### config.mk
export PLATFORM = sky130hd
export DESIGN_NAME = classSelect
export DESIGN_NICKNAME = d
export VERILOG_FILES = /design/src/rtl/mlpPkg.sv /design/src/rtl/classSelect.sv
export SDC_FILE = /design/constraint.sdc
export NUM_CORES = 1
export LEC_CHECK = 0
export BUFFER_PORTS_ARGS = -buffer_cell sky130_fd_sc_hd__buf_4
export CAP_MARGIN = 20
export CORE_ASPECT_RATIO = 2
export CORE_MARGIN = 8
export CORE_UTILIZATION = 34
export DETAILED_ROUTE_END_ITERATION = 8
export SLEW_MARGIN = 5
export SYNTH_ARGS = -nofsm -noshare
export SYNTH_HDL_FRONTEND = slang
export SYNTH_SLANG_ARGS = --single-unit
### constraint.sdc
create_clock -name clk -period 9.9 [get_ports clk]
set_clock_uncertainty 0.2 [all_clocks]
set_input_delay 1.485 -clock clk [delete_from_list [all_inputs] [get_ports clk]]
set_output_delay 1.485 -clock clk [all_outputs]
set_load 0.01 [all_outputs]
### src/rtl/mlpPkg.sv
package mlpPkg;

	localparam int ActWidth = 8;
	localparam int WeightWidth = 8;
	localparam int AccWidth = 16;
	localparam int ClampBit = 13;	// Set bit forces a zero output
	localparam int ShiftLsb = 6;	// Output is sum[13:6]

	localparam int NumFeatures = 15;
	localparam int NumHidden = 8;
	localparam int NumClasses = 4;
	localparam int ClassWidth = $clog2(NumClasses);

	typedef logic [ActWidth-1:0] activation_t;
	typedef logic signed [WeightWidth-1:0] weight_t;
	typedef logic [AccWidth-1:0] accum_t;
	typedef logic [ClassWidth-1:0] classIndex_t;

	// Packed vectors, element 0 in the low byte
	typedef logic [NumFeatures*ActWidth-1:0] featureVec_t;
	typedef logic [NumHidden*ActWidth-1:0] hiddenVec_t;
	typedef logic [NumClasses*ActWidth-1:0] scoreVec_t;

	// Sign extension of a weight or bias into the sum width
	function automatic accum_t widen(weight_t w);
		accum_t wide;
		wide = {{(AccWidth-WeightWidth){w[WeightWidth-1]}}, w};
		return wide;
	endfunction

	// Row n holds the weights of hidden neuron n, column f the weight of feature f
	localparam weight_t [0:NumHidden-1][0:NumFeatures-1] HiddenWeights = '{
		'{ 12,  -8,  25,  31, -14,   7,   3, -22,  18,   9,  -5,  27, -11,  14,   6},
		'{-30,  44,   8, -12,  19,  26,  -7,  15,  -3,  21,  33, -18,   5,  -9,  11},
		'{  5,  17, -40,  22,  36,  -6,  13,  28, -19,   4,   8,  16,  30, -25,   2},
		'{ 48, -21,  15,   9, -33,  12,  27,  -4,   6,  38, -16,   7,  19,  23, -12},
		'{ -9,  14,  32, -27,  11,  41, -20,  18,  24, -13,  29,   3,  -6,  37,  15},
		'{ 21,   6, -17,  34,   8, -29,  45,  10,  -8,  16,   2,  39, -24,  12,  26},
		'{-50,  63, -42,  57, -38,  49, -61,  55, -47,  66, -35,  52, -58,  44, -40},
		'{ 18, -55,  74, -33, -27, -19, -57,   6,  14, -44,  -1,  -5,  99,  -7, -14}
	};

	localparam weight_t [0:NumHidden-1] HiddenBias = '{
		10,
		-4,
		20,
		-15,
		6,
		-8,
		0,
		-6
	};

	// Row c holds the weights of class c over the hidden activations
	localparam weight_t [0:NumClasses-1][0:NumHidden-1] OutputWeights = '{
		'{ 22, -10,  35,  14, -18,  27,   9,  -6},
		'{-15,  31,  12, -20,  40,   8, -11,  25},
		'{ 18,  24, -26,  33,   5, -14,  37,  16},
		'{ 40, -35,  20, -25,  30, -15,  10,  45}
	};

	localparam weight_t [0:NumClasses-1] OutputBias = '{
		12,
		-3,
		7,
		-20
	};

endpackage

### src/rtl/classSelect.sv
`timescale 1ns/100ps

module classSelect (
	input logic clk,
	input logic reset,
	input mlpPkg::scoreVec_t scores,
	output mlpPkg::classIndex_t classIndex,
	output mlpPkg::activation_t classScore
);

	import mlpPkg::*;

	activation_t [NumClasses-1:0] score;	// Class 0 in the low byte
	classIndex_t bestIndex;
	activation_t bestScore;

	assign score = scores;

	// Later class replaces the best only when strictly greater
	always_comb
	begin
		bestIndex = '0;
		bestScore = score[0];
		for (int c = 1; c < NumClasses; c++)
		begin
			if (score[c] > bestScore)
			begin
				bestIndex = classIndex_t'(c);
				bestScore = score[c];
			end
		end
	end

	always_ff @(posedge clk)
	begin
		if (reset)
		begin
			classIndex <= '0;
			classScore <= '0;
		end
		else
		begin
			classIndex <= bestIndex;
			classScore <= bestScore;
		end
	end

endmodule

==> results.yml <==
outcome:
  status: "finished, final reports clean"
place:
  numPortBuffers: 43
  dp_hpwl_um: 3100
  gp_congestion: 0.842
  placed_area_um2: 1680
yosys:
  synth_nets: 214
  yosys.area.top_type: "ha_1"
  synth_top_area_frac: 0.219
  postSynthCellCount: 157
  syn_area_per_cell_um2: 8.38
  synthTopCellsByArea: "ha_1 22%, dfxtp_1 15%, a31oi_2 6.7%, mux2_2 6.0%, inv_1 5.7%"
  yosysWarnings: 0
  ys_seq_elements: 10
  postSynth.asyncResetShare: 0
  synth_cell_types: 42
  synth_edf_count: 0
  synth-seq-area-share: 0.152
  synth_area_um2: 1320
  ys.flop_type: "dfxtp_1"
routing:
  drtAntennaViolNets: 0
  drcViolationCount: 0
  post_drt_wl_per_cell_um: 14.4
  via_per_inst: 5.28
  vias: 1326
  drt_iter0_markers: 31
  totalWireLength_um: 3620
  first_pass_iters: 4
setup_path:
  end_kind: "register"
  worstSetupStartpoint: "scores[5]"
  cp-start-kind: "input pin"
  crit_required_ns: 9.84
  cp.arrival_ns: 6.48
  critical_path_class: "in2reg"
  cp_max_fo: 8
global_routing:
  grt_pass1_vias: 1379
  antenna_found_initial: 0
  grt_max_degree: 11
  globalRouteTotalUtil: 0.121
  overflow: 0
  grt_pass1_wl_um: 6040
sta:
  tns_ns: 0
  fin_crit_sh: 0.660
  clock.fmax_ghz: 0.153
  layout_min_cycle_time_ns: 6.53
  tightest_slew_ns: 0.571
  grt_setup_unrepaired: "no"
  slew_viol_final: 0
  setup_violations: 0
  max_slew_margin: 0.617
  hold_viol: 0
cts:
  ctsResizeCount: 0
  cts_tree: "done"
  clkSinkCount: 10
  holdBufCountCts: 0
  clk_pin_slew_ns: 0.05
  cts_setup_buffers: 0
  cts_made_buffers: 3
  clockRootBuffer: "clkbuf_8"
  htree_num_levels: 1
  cts.path.max_buffers: 2
pwr:
  peakVddDrop_mv: 0.0981
  powerDensity_nw_per_um2: 135
  p_leak_nw: 0.823
job:
  maxCapViolations: 0
finish:
  area_growth_pct: 31.0
  n_antenna_cell: 0
  stdcell_area_um2: 1720
  drive_gt1_frac: 0.335
  final_cell_mix: "43 x buf_4, 23 x ha_1, 20 x inv_1"
  fin_nets: 259
  layout_commonest_cell: "buf_4"
die:
  initial_utilization: 0.349
  rows: 32
  die_area_um2: 6230
  fp.dieH_um: 104
  core_um2: 3760
  io_pins: 44
  die-width_um: 60.0
worst_hold_path:
  hold_path_class: "in2reg"
  holdCritStartpoint: "scores[31]"
cell families (layout without fill, tap and decap cells):
| logic type | Yosys count | after routing | synth area share |
|---|---|---|---|
| adders and majority gates | 23 | 23 | 0.219 |
| AOI/OAI and AO/OA | 44 | 44 | 0.283 |
| DFF | 10 | 10 | 0.152 |
| muxes | 7 | 7 | 0.0599 |
| and+or+nand+nor | 49 | 49 | 0.211 |
| buffers and inverters | 24 | 67 | 0.0752 |
registers in the layout (all words and copies together) (netlist names):
name        count
classIndex      2
classScore      8
path summary, 6_finish.rpt:
| path | to | slack, ns | depth (start not counted) |
|---|---|---|---|
| max | classScore[0]$_SDFF_PP0_ | 3.37 | 24 |
| min | classScore[7]$_SDFF_PP0_ | 1.26 | 3 |
metal layers:
layer	share of wire	vias up	global-route usage	wire length [µm]
met5	0	-	0	0
met4	0.020	0	0.0551	72
met3	0.083	7	0.0359	302
li1	-	677	-	-
met1	0.42	594	0.135	1530
met2	0.47	48	0.199	1710
through the flow:
stage	setup WS, ns	utilization	instances	hold slack, ns	power [mW]
6_report	3.37	0.458	251	1.26	0.233
5_1_grt	2.82	0.458	251	1.25	0.254
4_1_cts	3.38	0.458	251	1.26	0.235
3_5_place_dp	3.16	0.447	248	1.50	0.192
3_3_place_gp	3.18	0.447	248	1.50	0.190
2_1_floorplan	3.71	-	157	1.35	0.144
cells in the mapped netlist (all sizes together) (2+ instances only):
master and instances:
ha 23, a21oi 9, inv 20, o21a 2
nor2 10, o21ai 6, nand3 3, mux2 7
o31ai 6, dfxtp 10, a21o 2, buf 2
or2 6, nand4 5, o22ai 2, a31oi 8
nor4 8, nand2 10, a211oi 2
worst max-delay path, stage by stage:
cell,delay (ns)
buf_4,0.08
inv_1,0.03
ha_1,0.31
a211o_1,0.30
a21oi_4,0.16
nor2_1,0.09
a31oi_4,0.28
mux2_2,0.41
inv_1,0.06
ha_1,0.24
a21oi_1,0.15
o21ai_1,0.08
nor3_1,0.30
nor2_1,0.14
nor4_4,0.45
nor4_1,0.14
or2_1,0.25
ha_1,0.33
nand4_1,0.15
o21bai_1,0.18
a22o_1,0.25
nor2_1,0.40
inv_1,0.08
o32ai_1,0.12
layout make-up:
type / instances / area [µm²]
clock buffer: 3 / 41.3
fill: 413 / 2040
inverter: 21 / 78.8
multi-input combinational: 123 / 1020
sequential: 10 / 200
tap: 51 / 63.8
timing repair buffer: 43 / 323
power by group:
| part | switching [mW] | internal, mW | total, mW |
|---|---|---|---|
| sequential | 0.00340 | 0.0519 | 0.0553 |
| clock | 0.0152 | 0.0266 | 0.0418 |
| combinational | 0.0730 | 0.0632 | 0.136 |
Power figures use the tool's default switching activity.
