--- src/rtl/mlpPkg.sv ---
package mlpPkg;

	localparam int ActWidth = 8;
	localparam int WeightWidth = 8;
	localparam int AccWidth = 16;
	localparam int ClampBit = 13;	// Set bit forces a zero output
	localparam int ShiftLsb = 6;	// Output is sum[13:6]

	localparam int NumFeatures = 15;
	localparam int NumHidden = 8;
	localparam int NumClasses = 4;
	localparam int ClassWidth = $clog2(NumClasses);

	typedef logic [ActWidth-1:0] activation_t;
	typedef logic signed [WeightWidth-1:0] weight_t;
	typedef logic [AccWidth-1:0] accum_t;
	typedef logic [ClassWidth-1:0] classIndex_t;

	// Packed vectors, element 0 in the low byte
	typedef logic [NumFeatures*ActWidth-1:0] featureVec_t;
	typedef logic [NumHidden*ActWidth-1:0] hiddenVec_t;
	typedef logic [NumClasses*ActWidth-1:0] scoreVec_t;

	// Sign extension of a weight or bias into the sum width
	function automatic accum_t widen(weight_t w);
		accum_t wide;
		wide = {{(AccWidth-WeightWidth){w[WeightWidth-1]}}, w};
		return wide;
	endfunction

	// Row n holds the weights of hidden neuron n, column f the weight of feature f
	localparam weight_t [0:NumHidden-1][0:NumFeatures-1] HiddenWeights = '{
		'{ 12,  -8,  25,  31, -14,   7,   3, -22,  18,   9,  -5,  27, -11,  14,   6},
		'{-30,  44,   8, -12,  19,  26,  -7,  15,  -3,  21,  33, -18,   5,  -9,  11},
		'{  5,  17, -40,  22,  36,  -6,  13,  28, -19,   4,   8,  16,  30, -25,   2},
		'{ 48, -21,  15,   9, -33,  12,  27,  -4,   6,  38, -16,   7,  19,  23, -12},
		'{ -9,  14,  32, -27,  11,  41, -20,  18,  24, -13,  29,   3,  -6,  37,  15},
		'{ 21,   6, -17,  34,   8, -29,  45,  10,  -8,  16,   2,  39, -24,  12,  26},
		'{-50,  63, -42,  57, -38,  49, -61,  55, -47,  66, -35,  52, -58,  44, -40},
		'{ 18, -55,  74, -33, -27, -19, -57,   6,  14, -44,  -1,  -5,  99,  -7, -14}
	};

	localparam weight_t [0:NumHidden-1] HiddenBias = '{
		10,
		-4,
		20,
		-15,
		6,
		-8,
		0,
		-6
	};

	// Row c holds the weights of class c over the hidden activations
	localparam weight_t [0:NumClasses-1][0:NumHidden-1] OutputWeights = '{
		'{ 22, -10,  35,  14, -18,  27,   9,  -6},
		'{-15,  31,  12, -20,  40,   8, -11,  25},
		'{ 18,  24, -26,  33,   5, -14,  37,  16},
		'{ 40, -35,  20, -25,  30, -15,  10,  45}
	};

	localparam weight_t [0:NumClasses-1] OutputBias = '{
		12,
		-3,
		7,
		-20
	};

endpackage

--- src/rtl/neuronNode.sv ---
`timescale 1ns/100ps

module neuronNode #(
	parameter int FanIn = 1,
	parameter mlpPkg::weight_t [0:FanIn-1] Weights = '0,
	parameter mlpPkg::weight_t Bias = '0
) (
	input logic clk,
	input logic reset,
	input logic [FanIn*mlpPkg::ActWidth-1:0] act,
	output mlpPkg::activation_t result
);

	import mlpPkg::*;

	activation_t [FanIn-1:0] actReg;	// Sampled inputs, input 0 in the low byte
	accum_t [FanIn-1:0] product;
	accum_t sumNext;
	accum_t sumReg;

	// Unsigned activation times signed weight, all wrapping in 16 bits
	always_comb
	begin
		sumNext = widen(Bias);
		for (int i = 0; i < FanIn; i++)
		begin
			product[i] = accum_t'(actReg[i]) * widen(Weights[i]);
			sumNext = sumNext + product[i];
		end
	end

	always_ff @(posedge clk)
	begin
		if (reset)
		begin
			actReg <= '0;
			sumReg <= '0;
			result <= '0;
		end
		else
		begin
			actReg <= act;
			sumReg <= sumNext;
			if (sumReg[ClampBit])
			begin
				result <= '0;	// Clamp
			end
			else
			begin
				result <= sumReg[ClampBit:ShiftLsb];
			end
		end
	end

endmodule

--- src/rtl/outputLayer.sv ---
`timescale 1ns/100ps

module outputLayer (
	input logic clk,
	input logic reset,
	input mlpPkg::hiddenVec_t hiddenAct,
	output mlpPkg::scoreVec_t scores
);

	import mlpPkg::*;

	for (genvar c = 0; c < NumClasses; c++)
	begin : g_neuron
		neuronNode #(
			.FanIn(NumHidden),
			.Weights(OutputWeights[c]),
			.Bias(OutputBias[c])
		) i_neuronNode (
			.clk(clk),
			.reset(reset),
			.act(hiddenAct),
			.result(scores[c*ActWidth +: ActWidth])	// Score of class c
		);
	end

endmodule

--- config.mk ---
export PLATFORM = sky130hd
export DESIGN_NAME = outputLayer
export DESIGN_NICKNAME = d
export VERILOG_FILES = /design/src/rtl/mlpPkg.sv /design/src/rtl/neuronNode.sv /design/src/rtl/outputLayer.sv
export SDC_FILE = /design/constraint.sdc
export NUM_CORES = 2
export LEC_CHECK = 0
export BUFFER_PORTS_ARGS = -buffer_cell sky130_fd_sc_hd__buf_2
export CAP_MARGIN = 20
export CELL_PAD_IN_SITES_DETAIL_PLACEMENT = 0
export CELL_PAD_IN_SITES_GLOBAL_PLACEMENT = 1
export CORE_MARGIN = 5
export CORE_UTILIZATION = 25
export CTS_BUF_LIST = sky130_fd_sc_hd__clkbuf_4
export DETAILED_ROUTE_END_ITERATION = 16
export GPL_TIMING_DRIVEN = 1
export PLACE_DENSITY = 0.48
export SYNTH_ARGS = -nofsm -noshare
export SYNTH_HDL_FRONTEND = slang
export SYNTH_HIERARCHICAL = 1
export SYNTH_SLANG_ARGS = --single-unit
export TNS_END_PERCENT = 20
--- constraint.sdc ---
create_clock -name clk -period 26.3 [get_ports clk]
set_clock_uncertainty 0.2 [all_clocks]
set_input_delay 5.26 -clock clk [delete_from_list [all_inputs] [get_ports clk]]
set_output_delay 5.26 -clock clk [all_outputs]
set_load 0.005 [all_outputs]
==> flow_metrics.py <==
metrics = {
    "die": {
        "fp.dieArea_mm2": 0.149,
        "core_area_mm2": 0.141,
        "die_w_um": 386,
        "die_height_um": 386,
        "initial_utilization": 0.251,
        "ios": 98,
        "num_rows": 138,
    },
    "detailed_routing": {
        "drt_iter0_markers": 732,
        "drt-pass1-iter-count": 5,
        "drc": 0,
        "wl_per_cell_um": 17.5,
        "routed_via_density": 3.86,
        "antenna_left": 0,
        "routed_wl_mm": 98.3,
        "vias": 21700,
    },
    "synthesis": {
        "synth-edff-count": 0,
        "synth_top_family_by_area": "adder cells",
        "ys_seq_elements": 316,
        "synth.yosys.seq_area_share": 0.179,
        "yosysWarnings": 6,
        "synth_cells": 3445,
        "post_synth_num_cell_types": 58,
        "synth-compound-area-share": 0.0479,
        "ys_async_sr_fraction": 0,
        "synth_simple_gate_area_frac": 0.0713,
        "syn-num-nets": 4674,
        "syn_area_per_cell_um2": 10.3,
        "synthXorXnorAreaFrac": 0.0556,
        "synthMuxAreaShare": 0.00113,
        "synth_fa_ha_area_frac": 0.534,
        "yosys_most_used_dff": "dfxtp_1",
        "synth_area_mm2": 0.0354,
    },
    "critical_path": {
        "start_kind": "flip-flop",
        "critPathBufInv": 8,
        "cp-end-kind": "flip-flop",
        "cpMaxStageDelayCell": "fa_1",
        "r2r-start": "g_neuron[0].i_neuronNode/actReg[10]",
        "reg2reg_to": "g_neuron[0].i_neuronNode/sumReg[13]",
        "worst-path-stages": 34,
        "worstSetupPathType": "flip-flop to flip-flop",
        "slowest_delay_ns": 0.76,
        "crit_family": "adder cells",
        "required_ns": 26.95,
        "crit_start": "g_neuron[0].i_neuronNode/actReg[10]",
        "crit_arrival_ns": 9.77,
        "r2r_cells": 34,
        "crit_path_end": "g_neuron[0].i_neuronNode/sumReg[13]",
        "r2r_slack_ns": 17.18,
        "worstPathMaxFanout": 6,
    },
    "global_route": {
        "first_global_vias": 23700,
        "grt_start_max_net_pins": 98,
        "gr-total-overflow": 0,
        "grt_pass1_wl_mm": 149,
        "antenna_found_initial": 50,
        "gr-usage-all-layers": 0.137,
    },
    "finish": {
        "area_growth_pct": 11.5,
        "final_common_cell": "inv_1",
        "nNetsFinal": 4837,
        "drive_gt1_frac": 0.0716,
        "final_cell_mix": "1003 x inv_1, 587 x ha_1, 576 x fa_1",
    },
    "timing": {
        "finalCritPeriodShare": 0.347,
        "max_clock_freq_ghz": 0.110,
        "maxSlewViolCount": 0,
        "final-hold-violation-count": 0,
        "fin_crit_ns": 9.12,
        "timing.slew.headroom": 0.503,
        "setup_viol": 0,
        "worst_pin_slew_ns": 0.746,
        "tns_ns": 0,
        "rsz0062_at_grt": "false",
    },
    "clock_tree": {
        "cts_sinks": 316,
        "postCtsSetupBuffers": 0,
        "ctsHoldBuffers": 0,
        "cts.htree.levels": 3,
        "cts_buffers": 101,
        "cts_tree": "yes",
        "cts_resized": 0,
        "cts_buffer_depth": 3,
        "clock_latency_ns": 0.97,
        "clkTransAtPathRegs_ns": 0.06,
        "clock-root-buffer": "clkbuf_4",
    },
    "place": {
        "gp_congestion": 0.769,
        "portBuffers": 93,
        "dp_hpwl_mm": 83.0,
    },
    "job": {
        "drv_cap": 0,
    },
    "outcome": {
        "status": "finished clean",
    },
    "min_path": {
        "hold_depth": 1,
        "hold_class": "flip-flop to flip-flop",
    },
}
worst reg2reg max path: cells and delay by family, from the launching register on:
kind,cells,cell delay [ns]
flip-flops,1,0.39
adder cells (fa/ha/maj),13,5.93
XOR/XNOR,5,0.96
buffers and inverters,8,0.49
AND/OR/NAND/NOR,3,0.25
AO/OA/AOI/OAI,5,0.81
cell usage after synthesis (16+ instances only):
cell type	instances	area [µm²]
dfxtp_1	316	6330
xor2_1	54	473
o21ai_0	23	115
ha_1	587	7340
and2_1	31	194
a21o_1	35	263
xnor2_1	160	1400
nor2_1	71	267
inv_1	1003	3760
nand2_1	23	86.3
a21oi_1	101	505
clkbuf_1	33	124
nor3_1	16	80.1
fa_1	576	11500
nor2b_1	268	1680
o21bai_1	42	315
cell type report:
cell class	instances	area [µm²]
multi-input combinational	2089	25100
clock inverter	53	292
inverter	1003	3760
fill	15200	102000
clock buffer	131	983
antenna	32	80.1
sequential	316	6330
timing repair buffer	97	505
tap	1890	2360
worst min path at each step:
stage	end	startpoint
after detailed placement	g_neuron[0].i_neuronNode/result[2]	g_neuron[0].i_neuronNode/sumReg[8]
final	g_neuron[1].i_neuronNode/result[2]	g_neuron[1].i_neuronNode/sumReg[8]
after global placement	g_neuron[1].i_neuronNode/result[0]	g_neuron[1].i_neuronNode/sumReg[6]
after floorplan	g_neuron[0].i_neuronNode/result[0]	g_neuron[0].i_neuronNode/sumReg[6]
after global routing	g_neuron[1].i_neuronNode/result[1]	g_neuron[1].i_neuronNode/sumReg[7]
after CTS	g_neuron[1].i_neuronNode/result[2]	g_neuron[1].i_neuronNode/sumReg[8]
registers in the layout, summed over array words and instances, names as in the netlist:
register                      count
g_neuron.i_neuronNode/sumReg     32
g_neuron.i_neuronNode/actReg    256
g_neuron.i_neuronNode/result     28
cell families (layout without fill, tap and decap cells):
group | after synthesis | count (layout)
compound gates | 258 | 258
simple gates | 442 | 442
flops | 316 | 316
fa+ha+maj | 1163 | 1163
xor+xnor | 218 | 218
buf+inv | 1040 | 1284
other cells | 4 | 36
mux | 4 | 4
per-stage QoR:
stage / hold slack [ns] / instances / instance area, µm² / setup WS (ns) / util
3_5_place_dp: 0.211 / 5395 / 38100 / 17.10 / 0.270
6_report: 0.224 / 5611 / 39400 / 17.18 / 0.279
4_1_cts: 0.228 / 5579 / 39300 / 17.09 / 0.279
5_1_grt: 0.240 / 5591 / 39400 / 16.56 / 0.279
3_3_place_gp: 0.212 / 5395 / 38100 / 17.10 / 0.270
2_1_floorplan: 0.206 / 3445 / 35400 / 17.54 / -
per-layer routing:
layer / track usage / wire length [µm]
met3: 0.0230 / 5350
met1: 0.192 / 45900
met2: 0.222 / 44900
met4: 0.0324 / 2040
met5: 0 / 66
Power is not shown: default switching activity piles up to over one toggle a cycle in this logic, so the estimate is an artifact.
